### src/source/video_pkg.sv
// pixel format and frame geometry for the stream side of the frame buffer
// modules take it with a wildcard import in the body
// and use scoped names in their port lists
package video_pkg;

    // one rgb pixel, 8 bits per channel
    typedef logic [23:0] pixel_t;

    // fixed geometry, nothing is configured at run time
    // both sizes are powers of two so position counters wrap by themselves
    localparam int H_ACTIVE     = 16;
    localparam int V_ACTIVE     = 4;

    // pixels in one whole frame
    localparam int FRAME_PIXELS = H_ACTIVE * V_ACTIVE;

endpackage

### src/source/mem_bus_pkg.sv
// word format, address layout and sizes of the on-chip frame memory
// shared by the writer, the reader, the memory and the bus interface
package mem_bus_pkg;

    // combine and destruct stages work on four pixels at a time
    localparam int PIXELS_PER_WORD = 4;

    // pixel 0 sits in the lowest bits
    typedef logic [PIXELS_PER_WORD*$bits(video_pkg::pixel_t)-1:0] word_t;

    // one frame fills a slot exactly
    localparam int WORDS_PER_FRAME = video_pkg::FRAME_PIXELS / PIXELS_PER_WORD;

    // two slots, one being filled while the other drains
    localparam int NUM_SLOTS       = 2;
    localparam int MEM_DEPTH       = NUM_SLOTS * WORDS_PER_FRAME;

    // msb picks the slot, the low bits index the word inside it
    // so a plain increment steps through a slot and then flips to the other
    typedef logic [$clog2(MEM_DEPTH)-1:0] addr_t;

    // depth of every stream fifo, words on the write side and pixels on the read side
    localparam int FIFO_DEPTH      = 4;

endpackage

### src/source/mem_bus_if.sv
`timescale 1ns/1ns
// apb-style word bus between writer, reader, arbiter and frame memory
// setup cycle has sel alone, access cycle has sel and enable,
// the transfer ends in the access cycle where ready is high
interface mem_bus_if;
    import mem_bus_pkg::*;

    addr_t addr;
    logic  write;
    word_t wdata;
    word_t rdata;
    logic  sel;
    logic  enable;
    logic  ready;

    // address phase and write data come from the requester
    modport requester (
        output addr, write, wdata, sel, enable,
        input  rdata, ready
    );

    // completer answers with read data and ready
    modport completer (
        input  addr, write, wdata, sel, enable,
        output rdata, ready
    );

endinterface

### src/source/stream_fifo.sv
`timescale 1ns/1ns
// small synchronous fifo on a circular buffer
// payload is a type parameter, used for packed words and for single pixels
// pop_data shows the head entry, count gives the fill level
module stream_fifo #(
    parameter type payload_t = logic
) (
    input  logic                                   mm_tras_inst,
    input  logic                                   rst_n,
    input  logic                                   push,
    input  payload_t                               push_data,
    output logic                                   full,
    input  logic                                   pop,
    output payload_t                               pop_data,
    output logic                                   empty,
    output logic [$clog2(mem_bus_pkg::FIFO_DEPTH):0] count
);
    import mem_bus_pkg::*;

    payload_t                      buf_q [FIFO_DEPTH];
    // depth is a power of two, pointers wrap on overflow
    logic [$clog2(FIFO_DEPTH)-1:0] wr_ptr;
    logic [$clog2(FIFO_DEPTH)-1:0] rd_ptr;
    logic                          do_push;
    logic                          do_pop;

    // push into full and pop from empty are dropped
    assign do_push  = push && !full;
    assign do_pop   = pop && !empty;

    // count tops out at FIFO_DEPTH, only then is its msb set
    assign full     = count[$clog2(FIFO_DEPTH)];
    assign empty    = (count == '0);
    assign pop_data = buf_q[rd_ptr];

    always_ff @(posedge mm_tras_inst) begin
        if (!rst_n) begin
            wr_ptr <= '0;
            rd_ptr <= '0;
            count  <= '0;
        end else begin
            if (do_push)
                wr_ptr <= wr_ptr + 1'b1;
            if (do_pop)
                rd_ptr <= rd_ptr + 1'b1;
            // level moves only when one side acts alone
            case ({do_push, do_pop})
                2'b10:   count <= count + 1'b1;
                2'b01:   count <= count - 1'b1;
                default: count <= count;
            endcase
        end
    end

    // storage
    always_ff @(posedge mm_tras_inst) begin
        if (do_push)
            buf_q[wr_ptr] <= push_data;
    end

endmodule

### src/source/frame_writer.sv
`timescale 1ns/1ns
// write side of the frame buffer
// packs four accepted pixels into one word, queues it, writes the fifo head
// to the current slot over the memory bus and owns the slot occupancy count
module frame_writer (
    input  logic              mm_tras_inst,
    input  logic              rst_n,
    input  video_pkg::pixel_t in_pixel,
    input  logic              in_valid,
    output logic              in_ready,
    input  logic              frame_consumed,
    output logic              frame_avail,
    mem_bus_if.requester      bus
);
    import video_pkg::*;
    import mem_bus_pkg::*;

    typedef logic [$clog2(NUM_SLOTS):0] occ_t;

    // pixel position inside the incoming frame
    logic [$clog2(FRAME_PIXELS)-1:0] in_cnt;
    logic                            run_q;
    logic                            in_fire;
    word_t                           pack_q;
    logic                            push_q;
    logic                            fifo_full;
    logic                            fifo_empty;
    word_t                           fifo_head;
    // slot bit on top, word index below
    addr_t                           wr_addr;
    logic                            wr_done;
    logic                            frame_done;
    occ_t                            occ_cnt;
    logic                            slots_full;

    assign slots_full  = (occ_cnt == occ_t'(NUM_SLOTS));
    assign frame_avail = (occ_cnt != '0);

    // first cycle after reset blocked by run_q
    // a new frame waits while both slots hold unread frames
    assign in_ready = run_q && !fifo_full && !((in_cnt == '0) && slots_full);
    assign in_fire  = in_valid && in_ready;

    always_ff @(posedge mm_tras_inst) begin
        if (!rst_n) begin
            run_q  <= 1'b0;
            in_cnt <= '0;
            push_q <= 1'b0;
        end else begin
            run_q  <= 1'b1;
            // word leaves the combine stage one cycle after its fourth pixel
            push_q <= in_fire && (&in_cnt[$clog2(PIXELS_PER_WORD)-1:0]);
            if (in_fire)
                in_cnt <= in_cnt + 1'b1;
        end
    end

    // combine stage, new pixels shift in from the top so pixel 0 ends lowest
    always_ff @(posedge mm_tras_inst) begin
        if (in_fire)
            pack_q <= {in_pixel, pack_q[$bits(word_t)-1:$bits(pixel_t)]};
    end

    stream_fifo #(
        .payload_t (word_t)
    ) u_word_fifo (
        .mm_tras_inst (mm_tras_inst),
        .rst_n        (rst_n),
        .push         (push_q),
        .push_data    (pack_q),
        .full         (fifo_full),
        .pop          (wr_done),
        .pop_data     (fifo_head),
        .empty        (fifo_empty),
        .count        ()
    );

    // fifo head and address stay put until the transfer completes
    assign bus.addr  = wr_addr;
    assign bus.write = 1'b1;
    assign bus.wdata = fifo_head;

    assign wr_done    = bus.sel && bus.enable && bus.ready;
    assign frame_done = wr_done && (&wr_addr[$bits(addr_t)-2:0]);

    always_ff @(posedge mm_tras_inst) begin
        if (!rst_n) begin
            bus.sel    <= 1'b0;
            bus.enable <= 1'b0;
            wr_addr    <= '0;
            occ_cnt    <= '0;
        end else begin
            // start only when the current slot is free
            if (!bus.sel) begin
                bus.sel <= !fifo_empty && !slots_full;
            end else if (!bus.enable) begin
                bus.enable <= 1'b1;
            end else if (bus.ready) begin
                bus.sel    <= 1'b0;
                bus.enable <= 1'b0;
                // last word of a slot carries into the slot bit
                wr_addr    <= wr_addr + 1'b1;
            end
            // whole frames written minus frames consumed by the reader
            case ({frame_done, frame_consumed})
                2'b10:   occ_cnt <= occ_cnt + 1'b1;
                2'b01:   occ_cnt <= occ_cnt - 1'b1;
                default: occ_cnt <= occ_cnt;
            endcase
        end
    end

endmodule

### src/source/frame_reader.sv
`timescale 1ns/1ns
// read side of the frame buffer
// fetches the words of each full slot in order, unpacks them into a
// pixel fifo and sends the pixels out with sof and eol rebuilt from position
module frame_reader (
    input  logic              mm_tras_inst,
    input  logic              rst_n,
    input  logic              frame_avail,
    output logic              frame_consumed,
    mem_bus_if.requester      bus,
    output video_pkg::pixel_t out_pixel,
    output logic              out_sof,
    output logic              out_eol,
    output logic              out_valid,
    input  logic              out_ready
);
    import video_pkg::*;
    import mem_bus_pkg::*;

    typedef logic [$clog2(FIFO_DEPTH):0] level_t;

    // slot bit on top, word index below
    addr_t                              rd_addr;
    logic                               rd_done;
    word_t                              unpack_q;
    logic [$clog2(PIXELS_PER_WORD)-1:0] upk_idx;
    logic                               upk_busy;
    logic                               fifo_empty;
    level_t                             fifo_count;
    logic                               room;
    logic                               out_fire;
    // output position, both wrap at the frame edge
    logic [$clog2(H_ACTIVE)-1:0]        col;
    logic [$clog2(V_ACTIVE)-1:0]        line;

    // a fetch needs space for every pixel of the word
    assign room = (level_t'(FIFO_DEPTH) - fifo_count) >= level_t'(PIXELS_PER_WORD);

    assign bus.addr  = rd_addr;
    assign bus.write = 1'b0;
    assign bus.wdata = '0;
    assign rd_done   = bus.sel && bus.enable && bus.ready;

    always_ff @(posedge mm_tras_inst) begin
        if (!rst_n) begin
            bus.sel        <= 1'b0;
            bus.enable     <= 1'b0;
            rd_addr        <= '0;
            frame_consumed <= 1'b0;
            upk_busy       <= 1'b0;
            upk_idx        <= '0;
        end else begin
            // pulse once the last word of the slot is in
            frame_consumed <= rd_done && (&rd_addr[$bits(addr_t)-2:0]);
            if (!bus.sel) begin
                bus.sel <= frame_avail && !upk_busy && room;
            end else if (!bus.enable) begin
                bus.enable <= 1'b1;
            end else if (bus.ready) begin
                bus.sel    <= 1'b0;
                bus.enable <= 1'b0;
                // carry out of the word index flips the slot
                rd_addr    <= rd_addr + 1'b1;
            end
            // destruct stage, one pixel per cycle
            // stays busy long enough for the writer to see frame_consumed
            if (rd_done) begin
                upk_busy <= 1'b1;
                upk_idx  <= '0;
            end else if (upk_busy) begin
                upk_idx <= upk_idx + 1'b1;
                if (&upk_idx)
                    upk_busy <= 1'b0;
            end
        end
    end

    // word shifts down so the next pixel is always in the low bits
    always_ff @(posedge mm_tras_inst) begin
        if (rd_done)
            unpack_q <= bus.rdata;
        else if (upk_busy)
            unpack_q <= unpack_q >> $bits(pixel_t);
    end

    stream_fifo #(
        .payload_t (pixel_t)
    ) u_pixel_fifo (
        .mm_tras_inst (mm_tras_inst),
        .rst_n        (rst_n),
        .push         (upk_busy),
        .push_data    (unpack_q[$bits(pixel_t)-1:0]),
        .full         (),
        .pop          (out_fire),
        .pop_data     (out_pixel),
        .empty        (fifo_empty),
        .count        (fifo_count)
    );

    // output holds while out_ready is low
    assign out_valid = !fifo_empty;
    assign out_fire  = out_valid && out_ready;
    assign out_sof   = (col == '0) && (line == '0);
    assign out_eol   = &col;

    always_ff @(posedge mm_tras_inst) begin
        if (!rst_n) begin
            col  <= '0;
            line <= '0;
        end else if (out_fire) begin
            col <= col + 1'b1;
            if (&col)
                line <= line + 1'b1;
        end
    end

endmodule

### src/source/bus_arbiter.sv
`timescale 1ns/1ns
// round-robin arbiter between frame writer and frame reader
// one requester at a time is passed through to the memory bus, the grant
// locks from the memory setup cycle until ready ends the transfer
module bus_arbiter (
    input  logic         mm_tras_inst,
    input  logic         rst_n,
    mem_bus_if.completer writer_bus,
    mem_bus_if.completer reader_bus,
    mem_bus_if.requester mem_bus
);

    logic busy_q;
    logic grant_q;
    logic last_rd_q;
    logic pick_rd;
    logic grant_rd;
    logic xfer_done;

    // reader wins when alone, or on a tie when the writer was served last
    assign pick_rd  = reader_bus.sel && (!writer_bus.sel || !last_rd_q);
    assign grant_rd = busy_q ? grant_q : pick_rd;

    // decision cycle shows sel alone to the memory
    // a requester that waited may already hold enable, it passes only once locked
    assign mem_bus.sel    = grant_rd ? reader_bus.sel : writer_bus.sel;
    assign mem_bus.enable = busy_q && (grant_rd ? reader_bus.enable : writer_bus.enable);
    assign mem_bus.addr   = grant_rd ? reader_bus.addr : writer_bus.addr;
    assign mem_bus.write  = grant_rd ? reader_bus.write : writer_bus.write;
    assign mem_bus.wdata  = grant_rd ? reader_bus.wdata : writer_bus.wdata;

    // side without grant sees ready low and waits
    assign reader_bus.ready = grant_rd && mem_bus.ready;
    assign writer_bus.ready = !grant_rd && mem_bus.ready;
    assign reader_bus.rdata = grant_rd ? mem_bus.rdata : '0;
    assign writer_bus.rdata = grant_rd ? '0 : mem_bus.rdata;

    assign xfer_done = mem_bus.sel && mem_bus.enable && mem_bus.ready;

    always_ff @(posedge mm_tras_inst) begin
        if (!rst_n) begin
            busy_q    <= 1'b0;
            grant_q   <= 1'b0;
            last_rd_q <= 1'b0;
        end else if (!busy_q) begin
            if (writer_bus.sel || reader_bus.sel) begin
                busy_q  <= 1'b1;
                grant_q <= pick_rd;
            end
        end else if (xfer_done) begin
            busy_q    <= 1'b0;
            last_rd_q <= grant_q;
        end
    end

endmodule

### src/source/frame_mem.sv
`timescale 1ns/1ns
// on-chip frame memory holding both frame slots
// apb completer, read data is registered in setup and valid in access,
// every transfer takes exactly two cycles
module frame_mem (
    input  logic         mm_tras_inst,
    input  logic         rst_n,
    mem_bus_if.completer bus
);
    import mem_bus_pkg::*;

    word_t mem_q [MEM_DEPTH];
    logic  setup;

    assign setup = bus.sel && !bus.enable;

    // ready follows every setup, so it lands on the access cycle
    always_ff @(posedge mm_tras_inst) begin
        if (!rst_n)
            bus.ready <= 1'b0;
        else
            bus.ready <= setup;
    end

    always_ff @(posedge mm_tras_inst) begin
        if (setup && !bus.write)
            bus.rdata <= mem_q[bus.addr];
        // write lands in the access cycle
        if (bus.sel && bus.enable && bus.write)
            mem_q[bus.addr] <= bus.wdata;
    end

endmodule

### src/source/frame_buffer_top.sv
`timescale 1ns/1ns
// two-slot video frame buffer, top level
// pixel stream in, whole frames stored on chip, same stream out
// both streams use valid and ready, out_sof and out_eol come from position
module frame_buffer_top (
    input  logic              mm_tras_inst,
    input  logic              rst_n,
    input  video_pkg::pixel_t in_pixel,
    input  logic              in_sof,
    input  logic              in_eol,
    input  logic              in_valid,
    output logic              in_ready,
    output video_pkg::pixel_t out_pixel,
    output logic              out_sof,
    output logic              out_eol,
    output logic              out_valid,
    input  logic              out_ready
);

    // slot handshake between the two sides
    logic frame_avail;
    logic frame_consumed;

    mem_bus_if writer_bus ();
    mem_bus_if reader_bus ();
    mem_bus_if mem_bus ();

    // in_sof and in_eol are taken with the beat, framing is fixed by geometry
    frame_writer u_writer (
        .mm_tras_inst   (mm_tras_inst),
        .rst_n          (rst_n),
        .in_pixel       (in_pixel),
        .in_valid       (in_valid),
        .in_ready       (in_ready),
        .frame_consumed (frame_consumed),
        .frame_avail    (frame_avail),
        .bus            (writer_bus.requester)
    );

    frame_reader u_reader (
        .mm_tras_inst   (mm_tras_inst),
        .rst_n          (rst_n),
        .frame_avail    (frame_avail),
        .frame_consumed (frame_consumed),
        .bus            (reader_bus.requester),
        .out_pixel      (out_pixel),
        .out_sof        (out_sof),
        .out_eol        (out_eol),
        .out_valid      (out_valid),
        .out_ready      (out_ready)
    );

    bus_arbiter u_arbiter (
        .mm_tras_inst (mm_tras_inst),
        .rst_n        (rst_n),
        .writer_bus   (writer_bus.completer),
        .reader_bus   (reader_bus.completer),
        .mem_bus      (mem_bus.requester)
    );

    frame_mem u_mem (
        .mm_tras_inst (mm_tras_inst),
        .rst_n        (rst_n),
        .bus          (mem_bus.completer)
    );

endmodule

### config.mk
export PLATFORM = sky130hd
export DESIGN_NAME = frame_buffer_top
export DESIGN_NICKNAME = d
export VERILOG_FILES = /design/src/source/video_pkg.sv /design/src/source/mem_bus_pkg.sv /design/src/source/mem_bus_if.sv /design/src/source/stream_fifo.sv /design/src/source/frame_writer.sv /design/src/source/frame_reader.sv /design/src/source/bus_arbiter.sv /design/src/source/frame_mem.sv /design/src/source/frame_buffer_top.sv
export SDC_FILE = /design/constraint.sdc
export NUM_CORES = 2
export LEC_CHECK = 0
export ABC_CLOCK_PERIOD_IN_PS = 13500
export BUFFER_PORTS_ARGS = -buffer_cell sky130_fd_sc_hd__buf_2
export CORE_ASPECT_RATIO = 1.5
export CORE_MARGIN = 2
export CORE_UTILIZATION = 55
export DETAILED_ROUTE_END_ITERATION = 16
export GPL_TIMING_DRIVEN = 0
export PLACE_DENSITY = 0.8
export RECOVER_POWER = 25
export SYNTH_ARGS = -nofsm -noshare
export SYNTH_HDL_FRONTEND = slang
export SYNTH_HIERARCHICAL = 1
export SYNTH_SLANG_ARGS = --single-unit
export TNS_END_PERCENT = 1
### constraint.sdc
create_clock -name mm_tras_inst -period 13.5 [get_ports mm_tras_inst]
set_input_delay 0.675 -clock mm_tras_inst [delete_from_list [all_inputs] [get_ports mm_tras_inst]]
set_output_delay 0.675 -clock mm_tras_inst [all_outputs]
set_load 0.1 [all_outputs]
==> metrics.yaml <==
status: "complete, but fails checks"
violations: "max-capacitance violations, max-slew violations"
grt_pass1_vias: 80936
setup_viol: 0
num_io_pins: 58
grt_overflow: 0
peakVddDrop_mv: 0.110
drt_iter0_markers: 9734
min_path_type: "in2reg"
detail_route.wirelength_um: 398000
worst_pin_slew_ns: 3.55
worst_slack_ns: 5.60
hold_slack_ns: 0.150
startpoint_type: "register"
grt_start_max_net_pins: 55
switchingPower_mw: 4.31
ff2ff_setup_slack_ns: 5.60
rr_worst_depth: 17
num_vias: 79700
post_cts_resized: 0
grt_usage_pct: 28.4
swShare_pct: 19.0
rsz0062_at_grt: "false"
die_height_um: 641
syn_inst: 7879
vias_per_cell: 6.43
cp_slowest_stage_delay_ns: 1.06
io_buffer_count: 55
drc: 0
grt_pass1_wl_um: 559000
synth.avg_cell_area_um2: 18.9
yosysWarnings: 6
antenna_left: 0
drt_pass1_iterations: 8
p_leak_nw: 51.0
wire_per_inst_um: 32.1
relSlewSlack_pct: -137
path_cells: "nand2_1 > a21boi_0 > clkbuf_1 > clkbuf_1 > mux2_2 > buf_2 > buf_2 > buf_2 > buf_2 > nand3_1 > nor3_2 > buf_6 > buf_6 > buf_6 > buf_6 > buf_6 > buf_8"
die_area_um2: 275000
dpl_cell_area_um2: 157000
power_frac_clock_pct: 42.1
finalMaxSlewViolations: 583
place_ws_ns: 7.21
cpMaxStageDelayCell: "clkbuf_1"
skew_ns: 0.0700
core_um2: 269000
p_comb_share_pct: 0.2
power_frac_seq_pct: 57.7
netlist_area_um2: 149000
intPower_mw: 18.4
gp_congestion: 0.904
hold_depth: 3
antenna_found_initial: 30
num_rows: 233
crit_start: "u_writer/bus.sel"
cap_violations: 19
hold_viol: 0
clk_pin_slew_ns: 0.07
p_per_area_nw_per_um2: 136
die_x_um: 429
cp_common_cell: "buf_6"
root_buffer: "clkbuf_16"
clock_sinks: 3896
fin_nets: 8629
syn_to_final_growth_pct: 12.9
worst-path-max-fanout: 11
timing.rr.start: "u_writer/bus.sel"
whs_endpoint: "u_writer/in_cnt[4]"
crit_type: "reg2reg"
rr_endpoint: "u_mem/mem_q[27][54]"
finalInstanceArea_um2: 168000
h-tree-depth: 5
cp.required_ns: 14.07
max_freq_mhz: 127
min_period_over_period_pct: 58.5
fin_crit_ns: 7.90
layout-drive-gt1-share_pct: 14.3
crit_arrival_ns: 8.47
start_util_pct: 55.3
dpl.hpwl_um: 269000
cts_tree: "done"
cts_buffers: 343
clkLatencyLatePin_ns: 0.92
end_kind: "register"
clk_path_buf_depth: 4
min_from: "in_valid"
worst max path at each step:
stage                     endpoint  depth (start not counted)  slack [ns]
2_1_floorplan   u_mem/mem_q[25][0]                         12        4.04
3_3_place_gp   u_mem/mem_q[26][60]                         11       -4.93
3_5_place_dp   u_mem/mem_q[27][54]                         17        7.21
4_1_cts        u_mem/mem_q[27][54]                         17        7.12
5_1_grt        u_mem/mem_q[27][54]                         17        5.70
6_report       u_mem/mem_q[27][54]                         17        5.60
per-stage QoR:
stage          TNS [ns]  cells  utilization (%)  power (mW)
6_report              0  12387             62.5        22.8
5_1_grt               0  12381             62.5        23.3
4_1_cts               0  12374             62.6        22.8
3_5_place_dp          0  11732             58.5        13.4
3_3_place_gp   -1693.48  11555             57.2        13.4
2_1_floorplan         0   7975                -        13.4
repair_timing:
action | in CTS | in global routing
setup buffers | 0 | 0
setup endpoints to repair | 0 | 0
hold buffers | 24 | 0
hold endpoints to repair | 24 | 0
placed cells by master (no fill, tap or decap), types with 75 or more instances in the layout:
master,n
buf_6,75
buf_12,111
clkbuf_16,349
conb_1,98
nand2_1,346
clkinv_1,77
nor4_1,191
clkbuf_1,254
mux4_2,116
buf_2,240
nor2b_1,106
mux2i_1,1549
edfxtp_1,3840
buf_4,113
o22ai_1,768
layer usage:
layer | global-route usage, % | wire length, µm | vias up
met5 | 0 | 32 | -
met4 | 23.4 | 39000 | 4
met3 | 4.83 | 37000 | 1476
met2 | 49.1 | 199000 | 5085
met1 | 30.8 | 123000 | 40286
li1 | - | - | 32849
area by class of cell:
type                    count  area [µm²]
diodes                     11        27.5
plain buffers             527        2950
clock buffers             414        9000
clock inverters           204        1860
fillers                 17382      101000
inverters                  24        90.1
multi-input cells        3528       29700
flip-flops and latches   3896      116000
well taps                3525        4410
repair buffers            258        3470
power groups by stage:
| stage | combinational [mW] | sequential (mW) | clock [mW] |
|---|---|---|---|
| 2_1_floorplan | 0.0345 | 13.4 | 0 |
| 3_3_place_gp | 0.0454 | 13.4 | 0 |
| 3_5_place_dp | 0.0504 | 13.4 | 0 |
| 4_1_cts | 0.0557 | 13.1 | 9.64 |
| 5_1_grt | 0.0601 | 13.1 | 10.1 |
| 6_report | 0.0546 | 13.1 | 9.57 |
worst max-delay path: cells and delay by family (launching register included):
family | cells | cell delay [ns]
DFF | 1 | 0.53
buffers and inverters | 12 | 4.49
muxes | 1 | 0.31
and+or+nand+nor | 3 | 1.82
AOI/OAI and AO/OA | 1 | 0.30
registers in the layout, summed over array words and instances (netlist names), 2 cells and up, named ones only:
signal,flops
u_mem/bus.rdata,96
u_mem/mem_q,3072
u_reader/bus.addr,5
u_reader/col,4
u_reader/line,2
u_reader/u_pixel_fifo/buf_q,96
u_reader/u_pixel_fifo/count,3
u_reader/u_pixel_fifo/rd_ptr,2
u_reader/u_pixel_fifo/wr_ptr,2
u_reader/unpack_q,96
u_reader/upk_idx,2
u_writer/bus.addr,5
u_writer/in_cnt,6
u_writer/occ_cnt,2
u_writer/pack_q,96
u_writer/u_word_fifo/buf_q,384
u_writer/u_word_fifo/count,3
u_writer/u_word_fifo/rd_ptr,2
u_writer/u_word_fifo/wr_ptr,2
No activity file was read; power rests on OpenSTA's default activity.
